`src/source/mul_pkg.sv`:
```
// Multiply stage package with widths, operation codes, control structs and CRC polynomials
package mul_pkg;

   // Operand and result width
   localparam int XLEN = 32;

   // Two 33-bit operands after sign extension
   localparam int PROD_W = 2 * (XLEN + 1);

   // Carry-less product of two XLEN-bit words
   localparam int CLMUL_W = 2 * XLEN - 1;

   // Operation code seen by the multiply stage
   typedef enum logic [3:0] {
      OP_MUL      = 4'd0,
      OP_MULH     = 4'd1,
      OP_MULHSU   = 4'd2,
      OP_MULHU    = 4'd3,
      OP_CLMUL    = 4'd4,
      OP_CLMULH   = 4'd5,
      OP_CLMULR   = 4'd6,
      OP_GREV     = 4'd7,
      OP_GORC     = 4'd8,
      OP_CRC32_B  = 4'd9,
      OP_CRC32_H  = 4'd10,
      OP_CRC32_W  = 4'd11,
      OP_CRC32C_B = 4'd12,
      OP_CRC32C_H = 4'd13,
      OP_CRC32C_W = 4'd14
   } mul_op_e;

   // Operation packet from the decode stage
   typedef struct packed {
      logic    valid;
      mul_op_e op;
   } mul_pkt_t;

   // Controls for the multiplier array
   typedef struct packed {
      logic enable;
      logic rs1_sign;
      logic rs2_sign;
   } mul_dec_t;

   // Number of input bits folded into one CRC step
   typedef enum logic [1:0] {
      CRC_BYTE = 2'd0,
      CRC_HALF = 2'd1,
      CRC_WORD = 2'd2
   } crc_width_e;

   typedef struct packed {
      logic       castagnoli;
      crc_width_e width;
   } crc_cfg_t;

   // Bit-reversed forms of 0x04C11DB7 and 0x1EDC6F41
   localparam logic [XLEN-1:0] CRC32_POLY_REV  = 32'hEDB8_8320;
   localparam logic [XLEN-1:0] CRC32C_POLY_REV = 32'h82F6_3B78;

endpackage
```
`src/source/exu_mul_top.sv`:
```
// Multiply stage top level joining control, multiplier array and bit-manipulation units
`timescale 1ns/1ps

module exu_mul_top #(
   parameter bit EN_CLMUL = 1'b1,
   parameter bit EN_PERM  = 1'b1,
   parameter bit EN_CRC   = 1'b1
) (
   input  logic                     clk_i,
   input  logic                     arst_n_i,
   input  mul_pkg::mul_pkt_t        mul_pkt_i,
   input  logic [mul_pkg::XLEN-1:0] rs1_i,
   input  logic [mul_pkg::XLEN-1:0] rs2_i,
   output logic [mul_pkg::XLEN-1:0] result_o
);

   mul_pkg::mul_dec_t           mul_dec;
   mul_pkg::crc_cfg_t           crc_cfg;
   logic                        or_combine;
   logic [mul_pkg::PROD_W-1:0]  prod;
   logic [mul_pkg::CLMUL_W-1:0] clmul;
   logic [mul_pkg::XLEN-1:0]    perm;
   logic [mul_pkg::XLEN-1:0]    crc;

   mul_ctl #(
      .EN_CLMUL (EN_CLMUL),
      .EN_PERM  (EN_PERM),
      .EN_CRC   (EN_CRC)
   ) i_mul_ctl (
      .clk_i        (clk_i),
      .arst_n_i     (arst_n_i),
      .mul_pkt_i    (mul_pkt_i),
      .mul_dec_o    (mul_dec),
      .or_combine_o (or_combine),
      .crc_cfg_o    (crc_cfg),
      .prod_i       (prod),
      .clmul_i      (clmul),
      .perm_i       (perm),
      .crc_i        (crc),
      .result_o     (result_o)
   );

   mul_array i_mul_array (
      .clk_i     (clk_i),
      .arst_n_i  (arst_n_i),
      .rs1_i     (rs1_i),
      .rs2_i     (rs2_i),
      .mul_dec_i (mul_dec),
      .prod_o    (prod)
   );

   // Bit-manipulation units work on the raw operands
   clmul_unit i_clmul_unit (
      .rs1_i   (rs1_i),
      .rs2_i   (rs2_i),
      .clmul_o (clmul)
   );

   perm_unit i_perm_unit (
      .rs1_i        (rs1_i),
      .shamt_i      (rs2_i[4:0]),
      .or_combine_i (or_combine),
      .perm_o       (perm)
   );

   crc_unit i_crc_unit (
      .rs1_i     (rs1_i),
      .crc_cfg_i (crc_cfg),
      .crc_o     (crc)
   );

endmodule

```
`src/source/crc_unit.sv`:
```
// Reflected CRC32 or CRC32C step over a byte, halfword or word of operand A
`timescale 1ns/1ps

module crc_unit (
   input  logic [mul_pkg::XLEN-1:0] rs1_i,
   input  mul_pkg::crc_cfg_t        crc_cfg_i,
   output logic [mul_pkg::XLEN-1:0] crc_o
);

   logic [mul_pkg::XLEN-1:0] poly;
   logic [5:0]               n_steps;
   logic [mul_pkg::XLEN-1:0] crc;

   assign poly = crc_cfg_i.castagnoli ? mul_pkg::CRC32C_POLY_REV : mul_pkg::CRC32_POLY_REV;

   always_comb
   begin
      case (crc_cfg_i.width)
         mul_pkg::CRC_BYTE:
            n_steps = 6'd8;
         mul_pkg::CRC_HALF:
            n_steps = 6'd16;
         default:
            n_steps = 6'd32;
      endcase
   end

   // One LFSR shift per input bit starting at the LSB
   always_comb
   begin
      crc = rs1_i;
      for (int i = 0; i < mul_pkg::XLEN; i++)
      begin
         if (i < n_steps)
         begin
            crc = (crc >> 1) ^ (poly & {mul_pkg::XLEN{crc[0]}});
         end
      end
   end

   assign crc_o = crc;

endmodule

```
`src/source/perm_unit.sv`:
```
// Generalized reverse and or-combine of operand A in five butterfly stages
`timescale 1ns/1ps

module perm_unit (
   input  logic [mul_pkg::XLEN-1:0] rs1_i,
   input  logic [4:0]               shamt_i,
   input  logic                     or_combine_i,
   output logic [mul_pkg::XLEN-1:0] perm_o
);

   localparam int N_STAGES = 5;

   // Lower half of each group indexed by stage
   localparam logic [N_STAGES-1:0][mul_pkg::XLEN-1:0] LO_MASK = {
      32'h0000_FFFF,
      32'h00FF_00FF,
      32'h0F0F_0F0F,
      32'h3333_3333,
      32'h5555_5555
   };

   logic [N_STAGES:0][mul_pkg::XLEN-1:0] stage;

   assign stage[0] = rs1_i;

   for (genvar g = 0; g < N_STAGES; g++)
   begin : g_stage
      logic [mul_pkg::XLEN-1:0] swapped;
      logic [mul_pkg::XLEN-1:0] combined;

      // Swap neighbouring groups of 2**g bits
      assign swapped = ((stage[g] & LO_MASK[g]) << (1 << g))
                     | ((stage[g] & ~LO_MASK[g]) >> (1 << g));

      // GORC keeps the original bits as well
      assign combined = or_combine_i ? (stage[g] | swapped) : swapped;

      assign stage[g+1] = shamt_i[g] ? combined : stage[g];
   end

   assign perm_o = stage[N_STAGES];

endmodule

```
`src/source/clmul_unit.sv`:
```
// Carry-less multiplier producing the full 63-bit XOR product of two words
`timescale 1ns/1ps

module clmul_unit (
   input  logic [mul_pkg::XLEN-1:0]    rs1_i,
   input  logic [mul_pkg::XLEN-1:0]    rs2_i,
   output logic [mul_pkg::CLMUL_W-1:0] clmul_o
);

   localparam int PAD_W = mul_pkg::CLMUL_W - mul_pkg::XLEN;

   logic [mul_pkg::CLMUL_W-1:0] rs1_wide;
   logic [mul_pkg::CLMUL_W-1:0] acc;

   assign rs1_wide = {{PAD_W{1'b0}}, rs1_i};

   // Partial products are XORed with no carries between columns
   always_comb
   begin
      acc = '0;
      for (int i = 0; i < mul_pkg::XLEN; i++)
      begin
         if (rs2_i[i])
         begin
            acc = acc ^ (rs1_wide << i);
         end
      end
   end

   assign clmul_o = acc;

endmodule

```
`src/source/mul_array.sv`:
```
// Multiplier array registering sign-extended operands and forming their signed product
`timescale 1ns/1ps

module mul_array (
   input  logic                       clk_i,
   input  logic                       arst_n_i,
   input  logic [mul_pkg::XLEN-1:0]   rs1_i,
   input  logic [mul_pkg::XLEN-1:0]   rs2_i,
   input  mul_pkg::mul_dec_t          mul_dec_i,
   output logic [mul_pkg::PROD_W-1:0] prod_o
);

   logic signed [mul_pkg::XLEN:0]     rs1_ext;
   logic signed [mul_pkg::XLEN:0]     rs2_ext;
   logic signed [mul_pkg::XLEN:0]     rs1_q;
   logic signed [mul_pkg::XLEN:0]     rs2_q;
   logic signed [mul_pkg::PROD_W-1:0] prod_s;

   // Extra top bit carries the sign only for a signed operand
   assign rs1_ext = {mul_dec_i.rs1_sign & rs1_i[mul_pkg::XLEN-1], rs1_i};
   assign rs2_ext = {mul_dec_i.rs2_sign & rs2_i[mul_pkg::XLEN-1], rs2_i};

   always_ff @(posedge clk_i or negedge arst_n_i)
   begin
      if (!arst_n_i)
      begin
         rs1_q <= '0;
         rs2_q <= '0;
      end
      else if (mul_dec_i.enable)
      begin
         rs1_q <= rs1_ext;
         rs2_q <= rs2_ext;
      end
   end

   // 33x33 signed multiply covers all four signedness cases
   assign prod_s = rs1_q * rs2_q;
   assign prod_o = prod_s;

endmodule

```
`src/source/mul_ctl.sv`:
```
// Multiply stage control: operation decode, stage registers and output word select
`timescale 1ns/1ps

module mul_ctl #(
   parameter bit EN_CLMUL = 1'b1,
   parameter bit EN_PERM  = 1'b1,
   parameter bit EN_CRC   = 1'b1
) (
   input  logic                        clk_i,
   input  logic                        arst_n_i,
   input  mul_pkg::mul_pkt_t           mul_pkt_i,
   output mul_pkg::mul_dec_t           mul_dec_o,
   output logic                        or_combine_o,
   output mul_pkg::crc_cfg_t           crc_cfg_o,
   input  logic [mul_pkg::PROD_W-1:0]  prod_i,
   input  logic [mul_pkg::CLMUL_W-1:0] clmul_i,
   input  logic [mul_pkg::XLEN-1:0]    perm_i,
   input  logic [mul_pkg::XLEN-1:0]    crc_i,
   output logic [mul_pkg::XLEN-1:0]    result_o
);

   logic                     rs1_sign;
   logic                     rs2_sign;
   logic                     low_d;
   logic                     is_clmul;
   logic                     is_clmulh;
   logic                     is_clmulr;
   logic                     is_perm;
   logic                     is_crc;
   logic                     sel_clmul;
   logic                     sel_clmulh;
   logic                     sel_clmulr;
   logic                     sel_perm;
   logic                     sel_crc;
   logic                     bit_sel_d;
   logic [mul_pkg::XLEN-1:0] bit_d;
   logic                     low_q;
   logic                     bit_sel_q;
   logic [mul_pkg::XLEN-1:0] bit_q;

   always_comb
   begin
      rs1_sign  = 1'b0;
      rs2_sign  = 1'b0;
      low_d     = 1'b0;
      is_clmul  = 1'b0;
      is_clmulh = 1'b0;
      is_clmulr = 1'b0;
      is_perm   = 1'b0;
      is_crc    = 1'b0;
      crc_cfg_o.width = mul_pkg::CRC_BYTE;
      case (mul_pkt_i.op)
         mul_pkg::OP_MUL:
            low_d = 1'b1;
         mul_pkg::OP_MULH:
         begin
            rs1_sign = 1'b1;
            rs2_sign = 1'b1;
         end
         mul_pkg::OP_MULHSU:
            rs1_sign = 1'b1;
         mul_pkg::OP_CLMUL:
            is_clmul = 1'b1;
         mul_pkg::OP_CLMULH:
            is_clmulh = 1'b1;
         mul_pkg::OP_CLMULR:
            is_clmulr = 1'b1;
         mul_pkg::OP_GREV, mul_pkg::OP_GORC:
            is_perm = 1'b1;
         mul_pkg::OP_CRC32_B, mul_pkg::OP_CRC32C_B:
            is_crc = 1'b1;
         mul_pkg::OP_CRC32_H, mul_pkg::OP_CRC32C_H:
         begin
            is_crc          = 1'b1;
            crc_cfg_o.width = mul_pkg::CRC_HALF;
         end
         mul_pkg::OP_CRC32_W, mul_pkg::OP_CRC32C_W:
         begin
            is_crc          = 1'b1;
            crc_cfg_o.width = mul_pkg::CRC_WORD;
         end
         default:
            low_d = 1'b0;
      endcase
      crc_cfg_o.castagnoli = mul_pkt_i.op inside
         {mul_pkg::OP_CRC32C_B, mul_pkg::OP_CRC32C_H, mul_pkg::OP_CRC32C_W};
   end

   assign or_combine_o = (mul_pkt_i.op == mul_pkg::OP_GORC);

   assign mul_dec_o.enable   = mul_pkt_i.valid;
   assign mul_dec_o.rs1_sign = rs1_sign;
   assign mul_dec_o.rs2_sign = rs2_sign;

   // A disabled family falls back to the product high word
   assign sel_clmul  = EN_CLMUL & is_clmul;
   assign sel_clmulh = EN_CLMUL & is_clmulh;
   assign sel_clmulr = EN_CLMUL & is_clmulr;
   assign sel_perm   = EN_PERM & is_perm;
   assign sel_crc    = EN_CRC & is_crc;

   assign bit_sel_d = sel_clmul | sel_clmulh | sel_clmulr | sel_perm | sel_crc;

   // One-hot AND-OR of the unit results
   assign bit_d = ({mul_pkg::XLEN{sel_clmul}}  & clmul_i[mul_pkg::XLEN-1:0])
                | ({mul_pkg::XLEN{sel_clmulh}} & {1'b0, clmul_i[mul_pkg::CLMUL_W-1:mul_pkg::XLEN]})
                | ({mul_pkg::XLEN{sel_clmulr}} & clmul_i[mul_pkg::CLMUL_W-1:mul_pkg::XLEN-1])
                | ({mul_pkg::XLEN{sel_perm}}   & perm_i)
                | ({mul_pkg::XLEN{sel_crc}}    & crc_i);

   always_ff @(posedge clk_i or negedge arst_n_i)
   begin
      if (!arst_n_i)
      begin
         low_q     <= 1'b0;
         bit_sel_q <= 1'b0;
         bit_q     <= '0;
      end
      else if (mul_pkt_i.valid)
      begin
         low_q     <= low_d;
         bit_sel_q <= bit_sel_d;
         bit_q     <= bit_d;
      end
   end

   // Product bits above 63 only carry sign
   assign result_o = bit_sel_q ? bit_q :
                     low_q     ? prod_i[mul_pkg::XLEN-1:0] :
                                 prod_i[2*mul_pkg::XLEN-1:mul_pkg::XLEN];

endmodule

```
`config.mk`:
```
export PLATFORM = sky130hd
export DESIGN_NAME = exu_mul_top
export DESIGN_NICKNAME = d
export VERILOG_FILES = /design/src/source/mul_pkg.sv /design/src/source/exu_mul_top.sv /design/src/source/crc_unit.sv /design/src/source/perm_unit.sv /design/src/source/clmul_unit.sv /design/src/source/mul_array.sv /design/src/source/mul_ctl.sv
export SDC_FILE = /design/constraint.sdc
export NUM_CORES = 2
export LEC_CHECK = 0
export BUFFER_PORTS_ARGS = -buffer_cell sky130_fd_sc_hd__buf_4
export CAP_MARGIN = 10
export CORE_MARGIN = 4
export CORE_UTILIZATION = 65
export CTS_CLUSTER_SIZE = 8
export DETAILED_ROUTE_END_ITERATION = 16
export PLACE_DENSITY_LB_ADDON = 0.08
export SETUP_SLACK_MARGIN = 0.15
export SKIP_CTS_REPAIR_TIMING = 1
export SLEW_MARGIN = 20
export SYNTH_ARGS = -nofsm -noshare
export SYNTH_HDL_FRONTEND = slang
export SYNTH_SLANG_ARGS = --single-unit
```
`constraint.sdc`:
```
create_clock -name clk_i -period 12.8 [get_ports clk_i]
set_input_delay 2.56 -clock clk_i [delete_from_list [all_inputs] [get_ports clk_i]]
set_output_delay 2.56 -clock clk_i [all_outputs]
set_load 0.05 [all_outputs]
```
# --- Yosys cells after proc, flatten, opt, wreduce, memory -nomap -nowiden ---
# Cells that the tools add are included.
op_classes:
  multipliers: 1
  n_eq_ne: 14
  order_cmp: 32
  shifts: 0
  n_addsub: 0
  mux: 87
  n_reduce_logical: 8
  bitwise: 120
  div_mod_pow: 0
ops:
  columns: ["cell", "count"]
  rows:
  - ["63-bit two-way mux", 31]
  - ["32-bit two-way mux", 45]
  - ["32-bit AND", 36]
  - ["31-bit by 32-bit XOR with 32-bit output", 32]
  - ["32-bit OR", 9]
  - ["5-bit by 6-bit < comparator with 1-bit output, first input constant", 16]
  - ["33-bit by 33-bit multiplier with 64-bit output", 1]
  - ["63-bit by 34-bit XOR with 63-bit output", 1]
  - ["63-bit by 35-bit XOR with 63-bit output", 1]
  - ["63-bit by 36-bit XOR with 63-bit output", 1]
  - ["63-bit by 37-bit XOR with 63-bit output", 1]
  - ["63-bit by 38-bit XOR with 63-bit output", 1]
  - ["63-bit by 39-bit XOR with 63-bit output", 1]
  - ["63-bit by 40-bit XOR with 63-bit output", 1]
  - ["63-bit by 41-bit XOR with 63-bit output", 1]
  - ["63-bit by 42-bit XOR with 63-bit output", 1]
  - ["63-bit by 43-bit XOR with 63-bit output", 1]
  - ["63-bit by 44-bit XOR with 63-bit output", 1]
  - ["63-bit by 45-bit XOR with 63-bit output", 1]
  - ["63-bit by 46-bit XOR with 63-bit output", 1]
  - ["63-bit by 47-bit XOR with 63-bit output", 1]
  - ["63-bit by 48-bit XOR with 63-bit output", 1]
  - ["63-bit by 49-bit XOR with 63-bit output", 1]
  - ["63-bit by 50-bit XOR with 63-bit output", 1]
  - ["40 further kinds", 75]
word_totals:
  latchBits: 0
  ramBits: 0
  word_cells: 267
  romBits: 0
  in_bits: 71
  mem_count: 0
  regBits: 100

# --- Longest topological paths before layout ---
logic_depth:
  depth_word: 102
  ltp_mapped: 38
  ltp_nobuf: 36

# --- Modules after synthesis ---
# A second synthesis with hierarchy kept.
unflattened:
  cells_unflattened: 8898
  hier_area_um2: 71260.8
modules_own_cells:
  columns: ["mod", "instances", "area_per_inst_um2", "cells_per_inst"]
  rows:
  - ["mul_array", 1, 41180.7, 4339]
  - ["clmul_unit", 1, 13317.8, 2177]
  - ["crc_unit", 1, 10276.1, 1406]
  - ["mul_ctl", 1, 3463.3, 446]
  - ["perm_unit", 1, 3022.9, 530]

# --- Worst setup path after synthesis ---
# OpenSTA, ideal clock, no wires.
synth_path:
  kind: "register -> output"
  start: "reg i_mul_array.rs2_q[3] in the netlist's numbering"
  end: "out result_o[29] in the netlist's numbering"
  required_ns: 10.240
  arrival_ns: 8.759
  setup_slack_ns: 1.481
  path_stages_with_launch: 34
  path_cell_list: "dfrtp_1 clkbuf_1 clkbuf_1 nand2_1 fa_1 fa_1 fa_1 inv_1 fa_1 ha_1 ha_1 inv_1 fa_1 fa_1 inv_1 ha_1 a21o_1 a21o_1 a21oi_1 o21bai_1 a21o_1 a21o_1 a21oi_1 o311a_1 o31ai_1 o31ai_1 a31oi_1 nand2_1 o21bai_1 nand2b_1 a21boi_0 o21ai_0 nor3b_1 o31ai_1"
synth_between:
  elab_chain_len: 3
synth_lines:
  columns: ["item", "line", "source"]
  rows:
  - ["from (decl)", "mul_array.sv:16", "logic signed [mul_pkg::XLEN:0] rs2_q;"]
  - ["from (signal assigned)", "mul_array.sv:33", "rs2_q <= rs2_ext;"]
  - ["33-bit by 33-bit multiplier with 64-bit output", "mul_array.sv:38", "assign prod_s = rs1_q * rs2_q;"]
  - ["32-bit two-way mux", "mul_ctl.sv:129", "low_q ? prod_i[mul_pkg::XLEN-1:0] :"]
  - ["32-bit two-way mux", "mul_ctl.sv:128", "assign result_o = bit_sel_q ? bit_q :"]
  - ["to (decl)", "exu_mul_top.sv:14", "output logic [mul_pkg::XLEN-1:0] result_o"]
# No other way between the ends.

# --- Worst setup path after layout ---
layout_path:
  start: "reg i_mul_array.rs1_q[16] in the netlist's numbering"
  end: "out result_o[16] in the netlist's numbering"
layout_between:
  elab_chain_len: 3
layout_lines:
  columns: ["item", "line", "source"]
  rows:
  - ["from (decl)", "mul_array.sv:15", "logic signed [mul_pkg::XLEN:0] rs1_q;"]
  - ["from (signal assigned)", "mul_array.sv:32", "rs1_q <= rs1_ext;"]
  - ["33-bit by 33-bit multiplier with 64-bit output", "mul_array.sv:38", null]
  - ["32-bit two-way mux", "mul_ctl.sv:129", null]
  - ["32-bit two-way mux", "mul_ctl.sv:128", null]
# No other way between the ends.

==> impl_metrics.yaml <==
global_routing:
  grtUsageTotal_pct: 42.7
  grt_pass1_vias: 58700
  use_met1_pct: 55.7
  antenna_found_initial: 3
  overflow: 0
  top_usage_layer: "met2"
  met3_usage_pct: 8.17
  grt_max_degree: 79
  grt_pass1_wl_um: 351000
  met2_usage_pct: 66.1
layout:
  fillCellCount: 8716
  layout.nets: 9343
  drive_gt1_share_pct: 5.16
  syn_to_final_growth_pct: 2.37
placed_design:
  dp_hpwl_um: 169000
  port_buffers: 102
  gp_congestion: 1.03
drt:
  vias: 57200
  routed_wirelength_um: 227000
  routed_via_density: 6.15
  drc_errors: 0
  drt_iter0_drc: 6255
  first_pass_iters: 6
  ant_nets: 0
  wl_per_cell_um: 24.4
worst_setup_path:
  path_max_fanout: 19
  cpMostUsedCell: "fa_1"
  r2r-start: "i_mul_array.rs2_q[32]"
  crit_required_ns: 10.24
  crit_start: "i_mul_array.rs1_q[16]"
  crit_family: "adder cells"
  path_buf_inv: 7
  slowest_stage: "dfrtp_1"
  end_kind: "output pin"
  path_class: "flop to output pin"
  critPathLaunchType: "flop"
  crit_arrival_ns: 9.80
  critPathMaxStageDelay_ns: 0.74
logic_synthesis:
  synthFlopType: "dfrtp_1"
  yosys.area.top_type_share_pct: 34.0
  synth_common_cells: "nand2_1 (2069), xnor2_1 (1187), fa_1 (1125)"
  synth.avg_cell_area_um2: 7.98
  ys_top_cells_by_area: "fa_1 (34%), xnor2_1 (16%), nand2_1 (12%)"
  syn_area_mm2: 0.0662
  synth_async_sr_flop_share_pct: 100
  seq_area_frac_synth_pct: 3.78
  synth_nets: 9704
  yosysWarnings: 0
  synth_cell_type_count: 92
  syn_inst: 8296
  synth.most_common_cell: "nand2_1"
  ys_seq_elements: 100
  synth_top_area_cell: "fa_1"
  synth_edf_count: 0
timing:
  setup_viol: 0
  skew_ns: 0
  rsz0062_at_grt: "no"
  max_slew_margin_pct: 21.7
  slew_violations: 0
  period_needed_ns: 12.36
  max_freq_ghz: 0.0809
  fin_tns_setup_ns: 0
  worst_slew_pin_slew_ns: 1.16
  hold_viol_final: 0
  fin_crit_sh_pct: 96.6
cts:
  cts-htree-levels: 3
  clk_latency_ns: 0.39
  cts_buffer_depth: 2
  cts_tree: "yes"
  cts.sinks: 100
  root_buffer: "clkbuf_16"
  clk_pin_slew_worst_paths_ns: 0.09
  cts_made_buffers: 9
floorplan:
  die_area_mm2: 0.107
  initial_core_util_pct: 65.8
  rows: 116
  io_pins: 103
  die_w_um: 327
  die_height_um: 327
  fp.coreArea_mm2: 0.101
hold_path:
  holdCritPathClass: "flop to flop"
  min_from: "i_mul_ctl.bit_q[9]"
outcome:
  status: "complete, no violations"
job:
  drv_cap: 0
## registers in the layout, summed over array words and instances, names as in the netlist
name,count
i_mul_array.rs1_q,33
i_mul_ctl.low_q,1
i_mul_ctl.bit_sel_q,1
i_mul_array.rs2_q,33
i_mul_ctl.bit_q,32
## path summary, 6_finish.rpt
kind / endpoint / slack [ns] / cells past startpoint
setup / recovery: result_o[16] / 0.44 / 27
hold / removal: i_mul_ctl.bit_q[9] / 0.49 / 1
setup reg to reg: i_mul_array.rs2_q[32] / 10.88 / 4
hold reg to reg: i_mul_ctl.bit_q[9] / 0.49 / 1
max in group asynchronous: i_mul_array.rs2_q[18] / 9.15 / 2
min in group asynchronous: i_mul_ctl.bit_q[15] / 2.17 / 1
## per-stage QoR
step,area [µm²],cells,util [%],setup WS [ns],hold slack [ns]
3_5_place_dp,67400,9281,67.0,0.719,0.476
3_3_place_gp,67400,9281,67.0,0.826,0.469
4_1_cts,67700,9297,67.3,0.229,0.495
6_report,67700,9301,67.4,0.438,0.490
2_1_floorplan,66200,8296,-,1.48,0.460
5_1_grt,67700,9298,67.3,0.123,0.512
## worst register-to-register path: cells and delay by family (launching register included)
| kind | cells | cell delay (ns) |
|---|---|---|
| buf+inv | 3 | 0.85 |
| flops | 1 | 0.77 |
| compound gates | 1 | 0.23 |
## layout by cell type (no fill, tap or decap), types with 24 or more instances in the layout
| cell | count |
|---|---|
| nor2_1 | 213 |
| nor3_1 | 27 |
| nand2b_1 | 45 |
| inv_1 | 1021 |
| a211oi_1 | 24 |
| nand2_1 | 2068 |
| fa_1 | 1125 |
| a21oi_1 | 194 |
| xnor2_1 | 1186 |
| a22o_1 | 31 |
| o21ai_0 | 146 |
| mux2_2 | 70 |
| nand3_1 | 28 |
| and2_1 | 274 |
| o21a_1 | 24 |
| dfrtp_1 | 93 |
| nor2b_1 | 27 |
| a221oi_1 | 27 |
| o22ai_1 | 61 |
| xnor3_1 | 33 |
| mux2i_1 | 28 |
| ha_1 | 212 |
| a22oi_1 | 36 |
| a21o_1 | 43 |
| buf_4 | 246 |
| xor2_1 | 327 |
| o211ai_1 | 28 |
## routing by layer
layer / routed length [µm] / part of all wire [%]
met5: 0 / 0
met4: 17300 / 7.6
met2: 100000 / 44
met1: 84000 / 37
met3: 25000 / 11
## area by class of cell
cell class | instances | area (µm²) | area share, %
clock buffer | 9 | 225 | 0.332
antenna | 4 | 10.0 | 0.0148
inverter | 1025 | 3850 | 5.68
sequential | 100 | 2510 | 3.71
timing repair buffer | 248 | 1890 | 2.79
tap | 1357 | 1700 | 2.51
multi-input combinational | 6551 | 57500 | 84.8
clock inverter | 7 | 91.3 | 0.135
## cells by family after synthesis
logic type	count (synthesis)	share of synthesized area (%)
compound gates	784	7.76
xor+xnor	1571	21.9
fa+ha+maj	1337	38.0
buf+inv	1645	9.46
flops	100	3.78
mux	99	1.64
simple gates	2760	17.4
Power is not shown: default switching activity piles up to over one toggle a cycle in this logic, so the estimate is an artifact.
